<file path="src/hdl/sifh_defines.svh">
`ifndef SIFH_DEFINES_SVH
`define SIFH_DEFINES_SVH

// TDC timestamp as delivered with each hit strobe
`define SIFH_NP 8

// bin index width
// the coarse pass bins on the upper NB bits of a timestamp,
// the fine pass on the lower NB bits, so NP must be 2 * NB
`define SIFH_NB 4

// bin counter width, counts stick at all ones
`define SIFH_PEAK_MAX 8

// accepted hits that make up one histogram pass
`define SIFH_HITS_PER_PASS 64

`endif

</file>
<file path="src/hdl/sifhPkg.sv">
`default_nettype none

`include "sifh_defines.svh"

package sifhPkg;

    typedef logic [`SIFH_NP-1:0] tdcTime_t;          // raw TDC timestamp

    typedef logic [`SIFH_NB-1:0] binIdx_t;           // bin index, also the RAM address

    typedef logic [`SIFH_PEAK_MAX-1:0] binCount_t;   // saturating bin counter

    // hit counter of one pass, one bit wider to hold the full count
    typedef logic [$clog2(`SIFH_HITS_PER_PASS + 1)-1:0] hitCnt_t;

    // coarse and fine pass share these states, a pass flag tells them apart
    typedef enum logic [2:0] {
        IDLE,   // waiting for start
        CLEAR,  // zero all bins
        BUILD,  // accept hits, then drain the builder
        SCAN,   // search for the largest bin
        PEAK,   // take over the scan result
        DONE    // result valid for one cycle
    } sifhState_t;

endpackage

`default_nettype wire

</file>
<file path="src/hdl/histRam.sv">
`timescale 1ns/100ps
`default_nettype none

module histRam (
    input  wire logic               clk,
    input  wire logic               we,
    input  wire sifhPkg::binIdx_t   waddr,
    input  wire sifhPkg::binCount_t wdata,
    input  wire logic               re,
    input  wire sifhPkg::binIdx_t   raddr,
    output sifhPkg::binCount_t      rdata
);
    import sifhPkg::*;

    localparam int Depth = 2 ** $bits(binIdx_t);    // one word per bin

    binCount_t mem [Depth];

    always_ff @(posedge clk) begin
        if (we) begin
            mem[waddr] <= wdata;
        end
    end

    // registered read, returns the old word on a same-address write
    always_ff @(posedge clk) begin
        if (re) begin
            rdata <= mem[raddr];
        end
    end

    // three different masters share these ports through the sequencer mux
    a_waddrKnown: assert property (
        @(posedge clk) we |-> !$isunknown(waddr)
    ) else $error("histRam write address unknown while we is high");

    a_raddrKnown: assert property (
        @(posedge clk) re |-> !$isunknown(raddr)
    ) else $error("histRam read address unknown while re is high");

endmodule

`default_nettype wire

</file>
<file path="src/hdl/hisBuilder.sv">
`timescale 1ns/100ps
`default_nettype none

module hisBuilder (
    input  wire logic               clk,
    input  wire logic               res,
    input  wire logic               hitIn,     // already filtered by pass
    input  wire sifhPkg::binIdx_t   bin,
    output logic                    ramRe,
    output sifhPkg::binIdx_t        ramRaddr,
    input  wire sifhPkg::binCount_t ramRdata,
    output logic                    ramWe,
    output sifhPkg::binIdx_t        ramWaddr,
    output sifhPkg::binCount_t      ramWdata
);
    import sifhPkg::*;

    logic      s1Valid;     // read data for s1Bin arrives now
    binIdx_t   s1Bin;
    logic      s2Valid;     // write stage
    binIdx_t   s2Bin;
    binCount_t s2Count;
    logic      s3Valid;     // word written on the last edge
    binIdx_t   s3Bin;
    binCount_t s3Count;
    binCount_t curCount;    // freshest count of s1Bin
    binCount_t nextCount;

    // stage one, read issued in the hit cycle
    assign ramRe    = hitIn;
    assign ramRaddr = bin;

    // The RAM word is stale in two cases: an older hit to the same bin is
    // being written right now, or it was written on the same edge that
    // captured the read. The write stage is newer, so it wins.
    always_comb begin
        if (s2Valid && (s2Bin == s1Bin)) begin
            curCount = s2Count;
        end else if (s3Valid && (s3Bin == s1Bin)) begin
            curCount = s3Count;
        end else begin
            curCount = ramRdata;
        end
    end

    assign nextCount = (curCount == '1) ? curCount : curCount + 1'b1;   // stick at 255

    always_ff @(posedge clk or negedge res) begin
        if (!res) begin
            s1Valid <= 1'b0;
            s2Valid <= 1'b0;
            s3Valid <= 1'b0;
        end else begin
            s1Valid <= hitIn;
            s2Valid <= s1Valid;
            s3Valid <= s2Valid;
        end
    end

    always_ff @(posedge clk) begin
        s1Bin   <= bin;
        s2Bin   <= s1Bin;
        s2Count <= nextCount;
        s3Bin   <= s2Bin;       // copy of the committed write
        s3Count <= s2Count;
    end

    // stage two, write back two cycles after the hit
    assign ramWe    = s2Valid;
    assign ramWaddr = s2Bin;
    assign ramWdata = s2Count;

    // every RAM word read is written back one cycle later, never smaller
    a_noDecrement: assert property (
        @(posedge clk) disable iff (!res)
        s1Valid |=> ramWe && (ramWdata >= $past(ramRdata))
    ) else $error("hisBuilder wrote back a count below the one it read");

endmodule

`default_nettype wire

</file>
<file path="src/hdl/peakFinder.sv">
`timescale 1ns/100ps
`default_nettype none

module peakFinder (
    input  wire logic               clk,
    input  wire logic               res,
    input  wire logic               scanStart,
    output logic                    ramRe,
    output sifhPkg::binIdx_t        ramRaddr,
    input  wire sifhPkg::binCount_t ramRdata,
    output logic                    scanDone,
    output sifhPkg::binIdx_t        peakBin,
    output sifhPkg::binCount_t      peakCnt
);
    import sifhPkg::*;

    localparam binIdx_t LastBin = '1;

    logic    scanning;  // read addresses being issued
    binIdx_t addr;
    logic    rdValid;   // ramRdata holds the word of rdAddr
    binIdx_t rdAddr;

    assign ramRe    = scanning;
    assign ramRaddr = addr;

    always_ff @(posedge clk or negedge res) begin
        if (!res) begin
            scanning <= 1'b0;
            addr     <= '0;
            rdValid  <= 1'b0;
            scanDone <= 1'b0;
        end else begin
            rdValid  <= scanning;
            scanDone <= rdValid && (rdAddr == LastBin);   // last compare done
            if (scanStart) begin
                scanning <= 1'b1;
                addr     <= '0;
            end else if (scanning) begin
                addr <= addr + 1'b1;                       // wraps to 0 after the last bin
                if (addr == LastBin) begin
                    scanning <= 1'b0;
                end
            end
        end
    end

    // bin 0 seeds the maximum, later bins need a strictly larger count
    always_ff @(posedge clk) begin
        rdAddr <= addr;
        if (rdValid && ((rdAddr == '0) || (ramRdata > peakCnt))) begin
            peakBin <= rdAddr;
            peakCnt <= ramRdata;
        end
    end

    a_noRestart: assert property (
        @(posedge clk) disable iff (!res)
        scanStart |-> !scanning && !rdValid
    ) else $error("peakFinder got scanStart during a scan");

    // 16 reads, one cycle read latency, one for the last compare
    a_doneLatency: assert property (
        @(posedge clk) disable iff (!res)
        scanStart |-> ##18 scanDone
    ) else $error("peakFinder scanDone not 18 cycles after scanStart");

endmodule

`default_nettype wire

</file>
<file path="src/hdl/sifhTop.sv">
`timescale 1ns/100ps
`default_nettype none

`include "sifh_defines.svh"

module sifhTop (
    input  wire logic              clk,
    input  wire logic              res,
    input  wire logic              start,
    input  wire logic              hit,
    input  wire sifhPkg::tdcTime_t data,
    output logic                   wrEn,
    output logic                   busy,
    output logic                   peakValid,
    output sifhPkg::tdcTime_t      peakTime,
    output sifhPkg::binCount_t     peakCount
);
    import sifhPkg::*;

    localparam hitCnt_t HitsPerPass = hitCnt_t'(`SIFH_HITS_PER_PASS);
    localparam binIdx_t LastBin     = '1;

    sifhState_t state;
    logic       finePass;       // second pass, window active
    binIdx_t    clrAddr;
    hitCnt_t    hitCnt;         // accepted hits of this pass
    logic       drainCnt;       // builder drain cycle
    logic       scanStart;
    binIdx_t    coarsePeak;     // window of the fine pass

    binIdx_t    coarseBin;
    binIdx_t    fineBin;
    binIdx_t    hitBin;
    logic       accept;
    logic       winHit;

    logic       ramWe;
    binIdx_t    ramWaddr;
    binCount_t  ramWdata;
    logic       ramRe;
    binIdx_t    ramRaddr;
    binCount_t  ramRdata;

    logic       hbRe;
    binIdx_t    hbRaddr;
    logic       hbWe;
    binIdx_t    hbWaddr;
    binCount_t  hbWdata;

    logic       pfRe;
    binIdx_t    pfRaddr;
    logic       scanDone;
    binIdx_t    peakBin;
    binCount_t  peakCnt;

    assign coarseBin = data[`SIFH_NP-1 -: `SIFH_NB];
    assign fineBin   = data[`SIFH_NB-1:0];
    assign hitBin    = finePass ? fineBin : coarseBin;

    assign wrEn      = (state == BUILD) && (hitCnt != HitsPerPass);
    assign accept    = hit && wrEn;                                        // counts toward the pass
    assign winHit    = accept && (!finePass || (coarseBin == coarsePeak)); // goes into the histogram
    assign busy      = (state != IDLE) && (state != DONE);
    assign peakValid = (state == DONE);

    always_ff @(posedge clk or negedge res) begin
        if (!res) begin
            state     <= IDLE;
            finePass  <= 1'b0;
            clrAddr   <= '0;
            hitCnt    <= '0;
            drainCnt  <= 1'b0;
            scanStart <= 1'b0;
        end else begin
            scanStart <= 1'b0;
            case (state)
                IDLE, DONE: begin
                    state <= IDLE;
                    if (start) begin     // DONE already counts as not busy
                        state    <= CLEAR;
                        finePass <= 1'b0;
                        clrAddr  <= '0;
                    end
                end
                CLEAR: begin
                    clrAddr <= clrAddr + 1'b1;
                    if (clrAddr == LastBin) begin
                        state    <= BUILD;
                        hitCnt   <= '0;
                        drainCnt <= 1'b0;
                    end
                end
                BUILD: begin
                    if (accept) begin
                        hitCnt <= hitCnt + 1'b1;
                    end
                    if (hitCnt == HitsPerPass) begin   // last write lands 2 cycles later
                        drainCnt <= 1'b1;
                        if (drainCnt) begin
                            state     <= SCAN;
                            scanStart <= 1'b1;
                        end
                    end
                end
                SCAN: begin
                    if (scanDone) begin
                        state <= PEAK;
                    end
                end
                PEAK: begin
                    if (finePass) begin
                        state <= DONE;
                    end else begin
                        state    <= CLEAR;    // second clear for the fine pass
                        finePass <= 1'b1;
                    end
                end
                default: state <= IDLE;
            endcase
        end
    end

    // result registers change on the same edge that raises peakValid
    always_ff @(posedge clk) begin
        if (state == PEAK) begin
            if (finePass) begin
                peakTime  <= {coarsePeak, peakBin};
                peakCount <= peakCnt;
            end else begin
                coarsePeak <= peakBin;
            end
        end
    end

    always_comb begin
        ramWe    = 1'b0;
        ramWaddr = clrAddr;
        ramWdata = '0;
        ramRe    = 1'b0;
        ramRaddr = pfRaddr;
        case (state)
            CLEAR: ramWe = 1'b1;   // zero one bin per cycle
            BUILD: begin
                ramWe    = hbWe;
                ramWaddr = hbWaddr;
                ramWdata = hbWdata;
                ramRe    = hbRe;
                ramRaddr = hbRaddr;
            end
            SCAN: ramRe = pfRe;
            default: ;
        endcase
    end

    histRam ram0 (
        .clk   (clk),
        .we    (ramWe),
        .waddr (ramWaddr),
        .wdata (ramWdata),
        .re    (ramRe),
        .raddr (ramRaddr),
        .rdata (ramRdata)
    );

    hisBuilder builder0 (
        .clk      (clk),
        .res      (res),
        .hitIn    (winHit),
        .bin      (hitBin),
        .ramRe    (hbRe),
        .ramRaddr (hbRaddr),
        .ramRdata (ramRdata),
        .ramWe    (hbWe),
        .ramWaddr (hbWaddr),
        .ramWdata (hbWdata)
    );

    peakFinder finder0 (
        .clk       (clk),
        .res       (res),
        .scanStart (scanStart),
        .ramRe     (pfRe),
        .ramRaddr  (pfRaddr),
        .ramRdata  (ramRdata),
        .scanDone  (scanDone),
        .peakBin   (peakBin),
        .peakCnt   (peakCnt)
    );

    // hits are only taken while the scanner leaves the RAM alone
    a_wrEnInBuild: assert property (
        @(posedge clk) disable iff (!res)
        wrEn |-> (state == BUILD) && !pfRe && ($rose(wrEn) -> ($past(state) == CLEAR))
    ) else $error("wrEn high outside BUILD, during a scan or without a preceding clear");

    // the builder must be empty before the scan reads the RAM
    a_drainedForScan: assert property (
        @(posedge clk) disable iff (!res)
        (state == SCAN) |-> !hbWe
    ) else $error("histogram write still pending during SCAN");

endmodule

`default_nettype wire

</file>
<file path="config.mk">
export PLATFORM = sky130hd
export DESIGN_NAME = sifhTop
export DESIGN_NICKNAME = d
export VERILOG_FILES = /design/src/hdl/sifhPkg.sv /design/src/hdl/histRam.sv /design/src/hdl/hisBuilder.sv /design/src/hdl/peakFinder.sv /design/src/hdl/sifhTop.sv
export VERILOG_INCLUDE_DIRS = /design/src /design/src/hdl
export SDC_FILE = /design/constraint.sdc
export NUM_CORES = 1
export LEC_CHECK = 0
export BUFFER_PORTS_ARGS = -buffer_cell sky130_fd_sc_hd__buf_2
export CORE_UTILIZATION = 53
export CTS_BUF_LIST = sky130_fd_sc_hd__clkbuf_8
export DETAILED_ROUTE_END_ITERATION = 8
export PLACE_DENSITY = 0.74
export SLEW_MARGIN = 10
export SYNTH_ARGS = -nofsm -noshare
export SYNTH_HDL_FRONTEND = slang
export SYNTH_SLANG_ARGS = --single-unit
</file>
<file path="constraint.sdc">
create_clock -name clk -period 6.8 [get_ports clk]
set_clock_uncertainty 0.2 [all_clocks]
set_input_delay 1.36 -clock clk [delete_from_list [all_inputs] [get_ports clk]]
set_output_delay 1.36 -clock clk [all_outputs]
set_load 0.01 [all_outputs]
</file>
==> results of run 1 <==
## cell families (layout without fill, tap and decap cells)
group / count (synthesis) / in the layout / synth area share, %
xor+xnor: 21 / 21 / 2.11
compound gates: 66 / 66 / 4.39
buf+inv: 34 / 117 / 1.94
flops: 227 / 227 / 70.0
simple gates: 141 / 141 / 7.62
fa+ha+maj: 12 / 12 / 1.65
mux: 67 / 67 / 12.3
## cell type report
class	instances	area, µm²	share of cell area (%)
tap	220	275	2.71
clock inverter	22	95.1	0.936
timing repair buffer	37	203	2.00
inverter	15	56.3	0.554
multi-input combinational	307	2580	25.4
sequential	227	6360	62.6
clock buffer	43	592	5.83
## placed cells by master, fill, tap and decap left out, drive strengths merged, types with 7 or more instances in the layout
cell type | synthesis | final
a31oi | 9 | 9
dfrtp | 27 | 27
nor3b | 7 | 7
ha | 12 | 12
nand3 | 13 | 13
xnor2 | 15 | 15
dfxtp | 32 | 32
a21oi | 13 | 13
and2 | 9 | 9
mux4 | 32 | 32
nor2 | 43 | 43
clkinv | 0 | 10
nand4 | 9 | 9
nand2 | 34 | 34
clkbuf | 7 | 43
mux2 | 15 | 15
buf | 12 | 37
mux2i | 20 | 20
o21ai | 27 | 27
edfxtp | 168 | 168
inv | 15 | 26
nor3 | 7 | 7
## per-stage QoR
step           util, %  hold WS [ns]  area [µm²]  worst slack, ns  total power [mW]
6_report          61.0         0.170       10200             2.93              2.73
5_1_grt           61.0         0.186       10200             2.61              2.83
4_1_cts           61.0         0.169       10200             2.87              2.76
3_5_place_dp      56.9         0.145        9470             2.35              1.66
3_3_place_gp      56.9         0.142        9470             2.37              1.66
2_1_floorplan        -         0.131        9090             3.35              1.63
## layer usage
layer / wire length [µm] / global-route usage, %
met5: 0 / 0
met2: 8350 / 33.5
met4: 402 / 8.68
met3: 798 / 4.06
met1: 7710 / 27.4
## critical path, stage by stage (launching register included)
cell	delay [ns]
sky130_fd_sc_hd__dfrtp_1	0.56
sky130_fd_sc_hd__nor3b_4	0.24
sky130_fd_sc_hd__buf_4	0.34
sky130_fd_sc_hd__mux2i_4	0.80
sky130_fd_sc_hd__buf_4	0.47
sky130_fd_sc_hd__mux4_2	0.54
sky130_fd_sc_hd__mux2_2	0.27
sky130_fd_sc_hd__nand2_1	0.09
sky130_fd_sc_hd__o21ai_0	0.08
## flip-flops by register name, summed over array words and instances, names as in the netlist, 7 cells and up
signal             count
ram0.mem             128
builder0.ramWdata      8
builder0.s3Count       8
finder0.peakCnt        8
peakCount              8
peakTime               8
ram0.rdata             8
hitCnt                 7
## path summary, 6_finish.rpt
| path | end |
|---|---|
| max in group asynchronous | builder0.s3Valid$_DFF_PN0_ |
| hold reg to reg | builder0.ramWe$_DFF_PN0_ |
| setup / recovery | ram0.rdata[7]$_DFFE_PP_ |
| setup reg to reg | ram0.rdata[7]$_DFFE_PP_ |
| hold / removal | builder0.ramWe$_DFF_PN0_ |
| min in group asynchronous | hitCnt[0]$_DFFE_PN0P_ |
## power by group through the flow
stage / clock network [mW] / logic, mW / registers [mW]
2_1_floorplan: 0 / 0.0851 / 1.54
3_3_place_gp: 0 / 0.109 / 1.55
3_5_place_dp: 0 / 0.113 / 1.55
4_1_cts: 1.12 / 0.114 / 1.52
5_1_grt: 1.18 / 0.125 / 1.52
6_report: 1.09 / 0.113 / 1.52
==> summary.txt, run 1 <==
====================================================================================
Syn Area/Cell                                                               16.0 µm²
Pin count of the biggest net entering global routing                              33
Cells after Synth                                                                568
Clock transition at the registers of the reported paths                      0.07 ns
Number of enable flip-flop cells after synthesis                                 168
Result of the run                                                       finished clean
I/O pin total                                                                     31
CTS sink count                                                                   227
Post-CTS setup buffers                                                             0
Floorplan Core Area                                                       0.0166 mm²
Detailed Route Iter0 Violations                                                  410
Final routed DRC violation total                                                   0
DRT Pass-1 Iters                                                                   5
Latest clock arrival within the worst-skew pair                              0.53 ns
WHS Path Cells                                                                     0
Sw power                                                                    0.599 mW
Syn Nets                                                                         592
Internal power component                                                     2.13 mW
Number of placed cells counting well taps                                        806
Post-DR wirelength/cell                                                      19.8 µm
Half-perimeter wire length of the detailed placement result                  11.1 mm
Launch point of the worst reg-to-reg path                               state[1]$_DFFE_PN0P_
Slew @ Worst Pin                                                             1.06 ns
Final standard cell count with taps included and fillers excluded                871
Setup crit start kind                                                       register
Relative area change from synthesis to final layout                            11.7%
Weighted congestion at the end of routability-driven global placement          0.831
Vias in the first global route                                                  5025
R2R cell count                                                                     8
Final setup violation count                                                        0
Inserted Diodes                                                                    0
Clock H-tree levels                                                                2
Final critical-path required period                                          3.87 ns
Clock Root Buffer                                                       sky130_fd_sc_hd__clkbuf_8
Vias after detailed routing                                                     4987
Setup crit start                                                        state[1]$_DFFE_PN0P_
Register share of total power                                                  55.8%
Count of buffers from port buffering                                              30
Worst Path Arrival                                                           3.94 ns
Cell accounting for the most synthesized area                           sky130_fd_sc_hd__edfxtp_1
Number of warnings issued by yosys                                                 0
Count of hold-fix buffers inserted at cts                                          0
Maximum root-to-sink buffer count                                                  3
Number of rows created at floorplan                                               47
Clock tree from TritonCTS                                                      built
Number of buffers created by CTS                                                  38
Gate power share                                                                4.1%
Post_cts resized                                                                   0
Overall Global Routing Usage                                                   20.6%
Clock group share of total power                                               40.1%
Antenna violations before repair                                                   0
Final Max Tran Viols                                                               0
Area fraction of the dominant cell type after synthesis                        55.5%
WP data required                                                             6.87 ns
Total negative slack                                                            0 ns
Fraction of final layout cells sized beyond drive strength 1                   22.0%
Layout Nets                                                                      650
RSZ-0062 raised after global routing                                              no
Switching power as a share of total power                                      22.0%
Final wirelength                                                             17.3 mm
Worst Path Max Fanout                                                             27
Effective utilization at floorplan                                             54.6%
Worst Setup End Kind                                                        register
Synth Register Bits                                                              227
Final antenna-violating net count                                                  0
Horizontal die dimension                                                      133 µm
Async set-or-reset flop fraction in the synthesized netlist                    11.9%
Slack of the worst reg-to-reg path                                           2.93 ns
Detail-routed via count per cell                                                5.73
Worst ir drop on vdd                                                      0.000158 V
Area enclosed by the die boundary                                         0.0177 mm²
Crit Path Class                                                         register to register
Final period util                                                              57.0%
Top cells by count, synth                                               sky130_fd_sc_hd__edfxtp_1, sky130_fd_sc_hd__nor2_1, sky130_fd_sc_hd__nand2_1, sky130_fd_sc_hd__dfxtp_1
Static Leak                                                                  3.68 nW
Hold Vio Cnt, Final                                                                0
Netlist Area Pre-Place                                                   0.00909 mm²
Vertical die dimension                                                        133 µm
Worst hold path type                                                    register to register
Worst slew slack as a fraction of its limit                                    29.1%
Count of unique library cells instantiated by Yosys                               51
Post-synthesis sequential area ratio                                           70.0%
Maximum Capacitance Violations                                                     0
Most used flip-flop cell after synthesis                                sky130_fd_sc_hd__edfxtp_1
Wire length of the first global-routing pass                                 27.3 mm
Grt ovf                                                                            0
Pwr per Cell Area                                                         269 mW/mm²
Most frequently used cell type in the post-synthesis netlist            sky130_fd_sc_hd__edfxtp_1
Max frequency                                                              0.258 GHz
Number of fill cells in the layout                                              1189
Hold path start                                                         builder0.s1Valid$_DFF_PN0_
Largest cells by area after synthesis                                   sky130_fd_sc_hd__edfxtp_1, sky130_fd_sc_hd__dfrtp_1, sky130_fd_sc_hd__dfxtp_1, sky130_fd_sc_hd__mux4_2, sky130_fd_sc_hd__mux2i_1
====================================================================================
(Power assumes the default switching activity.)
==> inputs of run 2 (changes only) <==
--- a/config.mk
+++ b/config.mk
@@ -6,11 +6,12 @@
 export SDC_FILE = /design/constraint.sdc
 export NUM_CORES = 1
 export LEC_CHECK = 0
+export ABC_AREA = 1
 export BUFFER_PORTS_ARGS = -buffer_cell sky130_fd_sc_hd__buf_2
 export CORE_UTILIZATION = 53
 export CTS_BUF_LIST = sky130_fd_sc_hd__clkbuf_8
 export DETAILED_ROUTE_END_ITERATION = 8
-export PLACE_DENSITY = 0.74
+export PLACE_DENSITY = 0.76
 export SLEW_MARGIN = 10
 export SYNTH_ARGS = -nofsm -noshare
 export SYNTH_HDL_FRONTEND = slang
==> constraint.sdc (replaced) <==
create_clock -name clk -period 3.2 [get_ports clk]
set_clock_uncertainty 0.2 [all_clocks]
set_input_delay 0.64 -clock clk [delete_from_list [all_inputs] [get_ports clk]]
set_output_delay 0.64 -clock clk [all_outputs]
set_load 0.01 [all_outputs]
==> summary.txt, run 2 <==
=====================================================================================
Vertical die dimension                                                         136 µm
Total negative slack                                                             0 ns
Fraction of met3 tracks used by global routing                                  5.09%
Wire length of the first global-routing pass                                  31.4 mm
Maximum root-to-sink buffer count                                                   3
Top cells by count, synth                                                sky130_fd_sc_hd__edfxtp_1, sky130_fd_sc_hd__nand2_1, sky130_fd_sc_hd__inv_1, sky130_fd_sc_hd__o211ai_1, sky130_fd_sc_hd__nor2_1
Syn Nets                                                                          872
Final routed DRC violation total                                                    0
Half-perimeter wire length of the detailed placement result                   12.6 mm
WP data required                                                              3.14 ns
Cells after Synth                                                                 848
Worst slew slack as a fraction of its limit                                     20.4%
Vias after detailed routing                                                      6268
Total buffers and inverters traversed by the critical path                          0
Maximum Capacitance Violations                                                      0
Worst Path Arrival                                                            2.80 ns
Setup crit start kind                                                        register
Number of placed cells counting well taps                                        1098
Most used flip-flop cell after synthesis                                 sky130_fd_sc_hd__edfxtp_1
Netlist Area Pre-Place                                                    0.00945 mm²
Area enclosed by the die boundary                                          0.0184 mm²
Count of unique library cells instantiated by Yosys                                41
Grt ovf                                                                             0
Detailed Route Iter0 Violations                                                   629
Result of the run                                                        finished clean
Register with the most flip-flops                                            ram0.mem
Clock tree from TritonCTS                                                       built
Final wirelength                                                              19.4 mm
Layout Nets                                                                       937
Worst Path Max Fanout                                                              11
Clock Root Buffer                                                        sky130_fd_sc_hd__clkbuf_8
Area fraction of the dominant cell type after synthesis                         53.4%
Cell accounting for the most synthesized area                            sky130_fd_sc_hd__edfxtp_1
Syn Area/Cell                                                                11.1 µm²
Effective utilization at floorplan                                              54.4%
Worst ir drop on vdd                                                       0.000581 V
Leading cell types in the layout, fill and taps excluded                 sky130_fd_sc_hd__edfxtp_1, sky130_fd_sc_hd__nand2_1, sky130_fd_sc_hd__inv_1
Slew @ Worst Pin                                                              1.19 ns
Horizontal die dimension                                                       136 µm
DRT Pass-1 Iters                                                                    5
Max frequency                                                               0.349 GHz
Relative area change from synthesis to final layout                             12.6%
Number of warnings issued by yosys                                                  0
Final period util                                                               89.4%
RSZ-0062 raised after global routing                                               no
Maximum single-stage delay on the critical path                               0.63 ns
Number of buffers created by CTS                                                   37
Post-synthesis sequential area ratio                                            67.3%
Crit Path Class                                                          register to register
Most frequently used cell type in the post-synthesis netlist             sky130_fd_sc_hd__edfxtp_1
Floorplan Core Area                                                        0.0174 mm²
Worst hold path type                                                     register to register
Final critical-path required period                                           2.86 ns
I/O pin total                                                                      31
Worst Setup End Kind                                                         register
Critical path's slowest cell                                             sky130_fd_sc_hd__nor2_1
Pin count of the biggest net entering global routing                               49
Slack of the worst reg-to-reg path                                            0.34 ns
Final standard cell count with taps included and fillers excluded                1165
Number of rows created at floorplan                                                48
Largest cells by area after synthesis                                    sky130_fd_sc_hd__edfxtp_1, sky130_fd_sc_hd__dfrtp_1, sky130_fd_sc_hd__dfxtp_1, sky130_fd_sc_hd__nand2_1, sky130_fd_sc_hd__o211ai_1
Clock H-tree levels                                                                 2
Latest clock arrival within the worst-skew pair                               0.52 ns
Clock transition at the registers of the reported paths                       0.06 ns
Met1 usage in global routing                                                    29.6%
Detail-routed via count per cell                                                 5.38
Most numerous cell on the critical path                                  sky130_fd_sc_hd__nor2_1
Post-CTS setup buffers                                                              0
Hold Vio Cnt, Final                                                                 0
Kind of cell adding the most delay to the critical path                  simple AND/OR/NAND/NOR gates
Setup slack after layout                                                     0.339 ns
Flip-flop count of the largest register, all copies and words added               128
Synth Register Bits                                                               227
Weighted congestion at the end of routability-driven global placement           0.830
Final Max Tran Viols                                                                0
Placed Instance Area                                                      0.00992 mm²
Inserted Diodes                                                                     0
Vias in the first global route                                                   6164
Worst hold slack                                                             0.162 ns
Static Leak                                                                   4.32 nW
Final antenna-violating net count                                                   0
Pwr per Cell Area                                                          995 mW/mm²
Cell breakdown of the critical path                                      nor2_1 -> nand2_1 -> o21ai_0 -> nand3_1 -> nor2_1
Routing layer with the top usage in global route                                 met2
GR met2 Demand/Resource                                                         37.5%
Async set-or-reset flop fraction in the synthesized netlist                     11.9%
Most frequent standard cell in the layout excluding fill and tap cells   sky130_fd_sc_hd__edfxtp_1
CTS sink count                                                                    227
Post-DR wirelength/cell                                                       16.7 µm
Design area                                                                0.0106 mm²
Antenna violations before repair                                                    0
Count of buffers from port buffering                                               30
Fraction of the core area covered by cells at the end of the flow               61.3%
Number of enable flip-flop cells after synthesis                                  168
Overall Global Routing Usage                                                    22.8%
Fraction of final layout cells sized beyond drive strength 1                    13.6%
Total power consumption of the routed design                                  10.6 mW
DP Worst Slack                                                               0.353 ns
Final setup violation count                                                         0
=====================================================================================
==> run 2: cell types whose count changed after synthesis, sizes merged, moves of 32 or more <==
cell	before	now
a21oi	13	48
inv	15	113
mux4	32	0
nand2	34	165
o211ai	0	66
o21ai	27	62
==> run 2: layout make-up <==
type                    instances  area (µm²)
flip-flops and latches        227        6360
inverters                     114         428
fillers                      1337        6720
clock buffers                  42         578
multi-input cells             478        2510
well taps                     225         282
clock inverters                24         131
repair buffers                 55         353
==> run 2: worst reg2reg max path: stages, from the launching register on <==
cell                      delay, ns
sky130_fd_sc_hd__dfrtp_1       0.45
sky130_fd_sc_hd__nor2_1        0.16
sky130_fd_sc_hd__nand2_1       0.24
sky130_fd_sc_hd__o21ai_0       0.55
sky130_fd_sc_hd__nand3_1       0.26
sky130_fd_sc_hd__nor2_1        0.63
==> run 2: cell families (layout without fill, tap and decap cells) <==
| family | count (synthesis) | after routing | synth area share (%) |
|---|---|---|---|
| XOR/XNOR | 6 | 6 | 0.556 |
| AND/OR/NAND/NOR | 274 | 274 | 12.4 |
| AO/OA/AOI/OAI | 186 | 186 | 12.0 |
| flip-flops | 227 | 227 | 67.3 |
| adder cells (fa/ha/maj) | 12 | 12 | 1.59 |
| buffers and inverters | 143 | 235 | 6.16 |
==> run 2: timing repair <==
| item | CTS | global route |
|---|---|---|
| endpoints found under the setup margin | 0 | 2 |
| hold endpoints to repair | 27 | 0 |
| hold buffers | 1 | 0 |
| resized for setup | 0 | 1 |
==> run 2: metal layers <==
| layer | vias to the layer above | share of wire (%) |
|---|---|---|
| met5 | - | 0 |
| met4 | 0 | 2.6 |
| met3 | 45 | 7.0 |
| met2 | 230 | 49 |
| met1 | 2907 | 42 |
| li1 | 3086 | - |
==> run 2: report_power, final <==
part	switching (mW)	internal (mW)	leakage, nW
registers	0.331	3.98	2.16
clock network	1.10	1.28	0.405
logic	2.73	1.17	1.76
==> run 2: path summary, 6_finish.rpt <==
kind | from | to | cells past startpoint
max in group asynchronous | res | clrAddr[1]$_DFFE_PN0P_ | 2
min in group asynchronous | res | hitCnt[3]$_DFFE_PN0P_ | 2
worst max-delay path | state[2]$_DFFE_PN0P_ | ram0.mem[2][6]$_DFFE_PP_ | 5
worst min register to register | builder0.s1Valid$_DFF_PN0_ | builder0.ramWe$_DFF_PN0_ | 0
worst min-delay path | builder0.s1Valid$_DFF_PN0_ | builder0.ramWe$_DFF_PN0_ | 0
worst max register to register | state[2]$_DFFE_PN0P_ | ram0.mem[2][6]$_DFFE_PP_ | 5
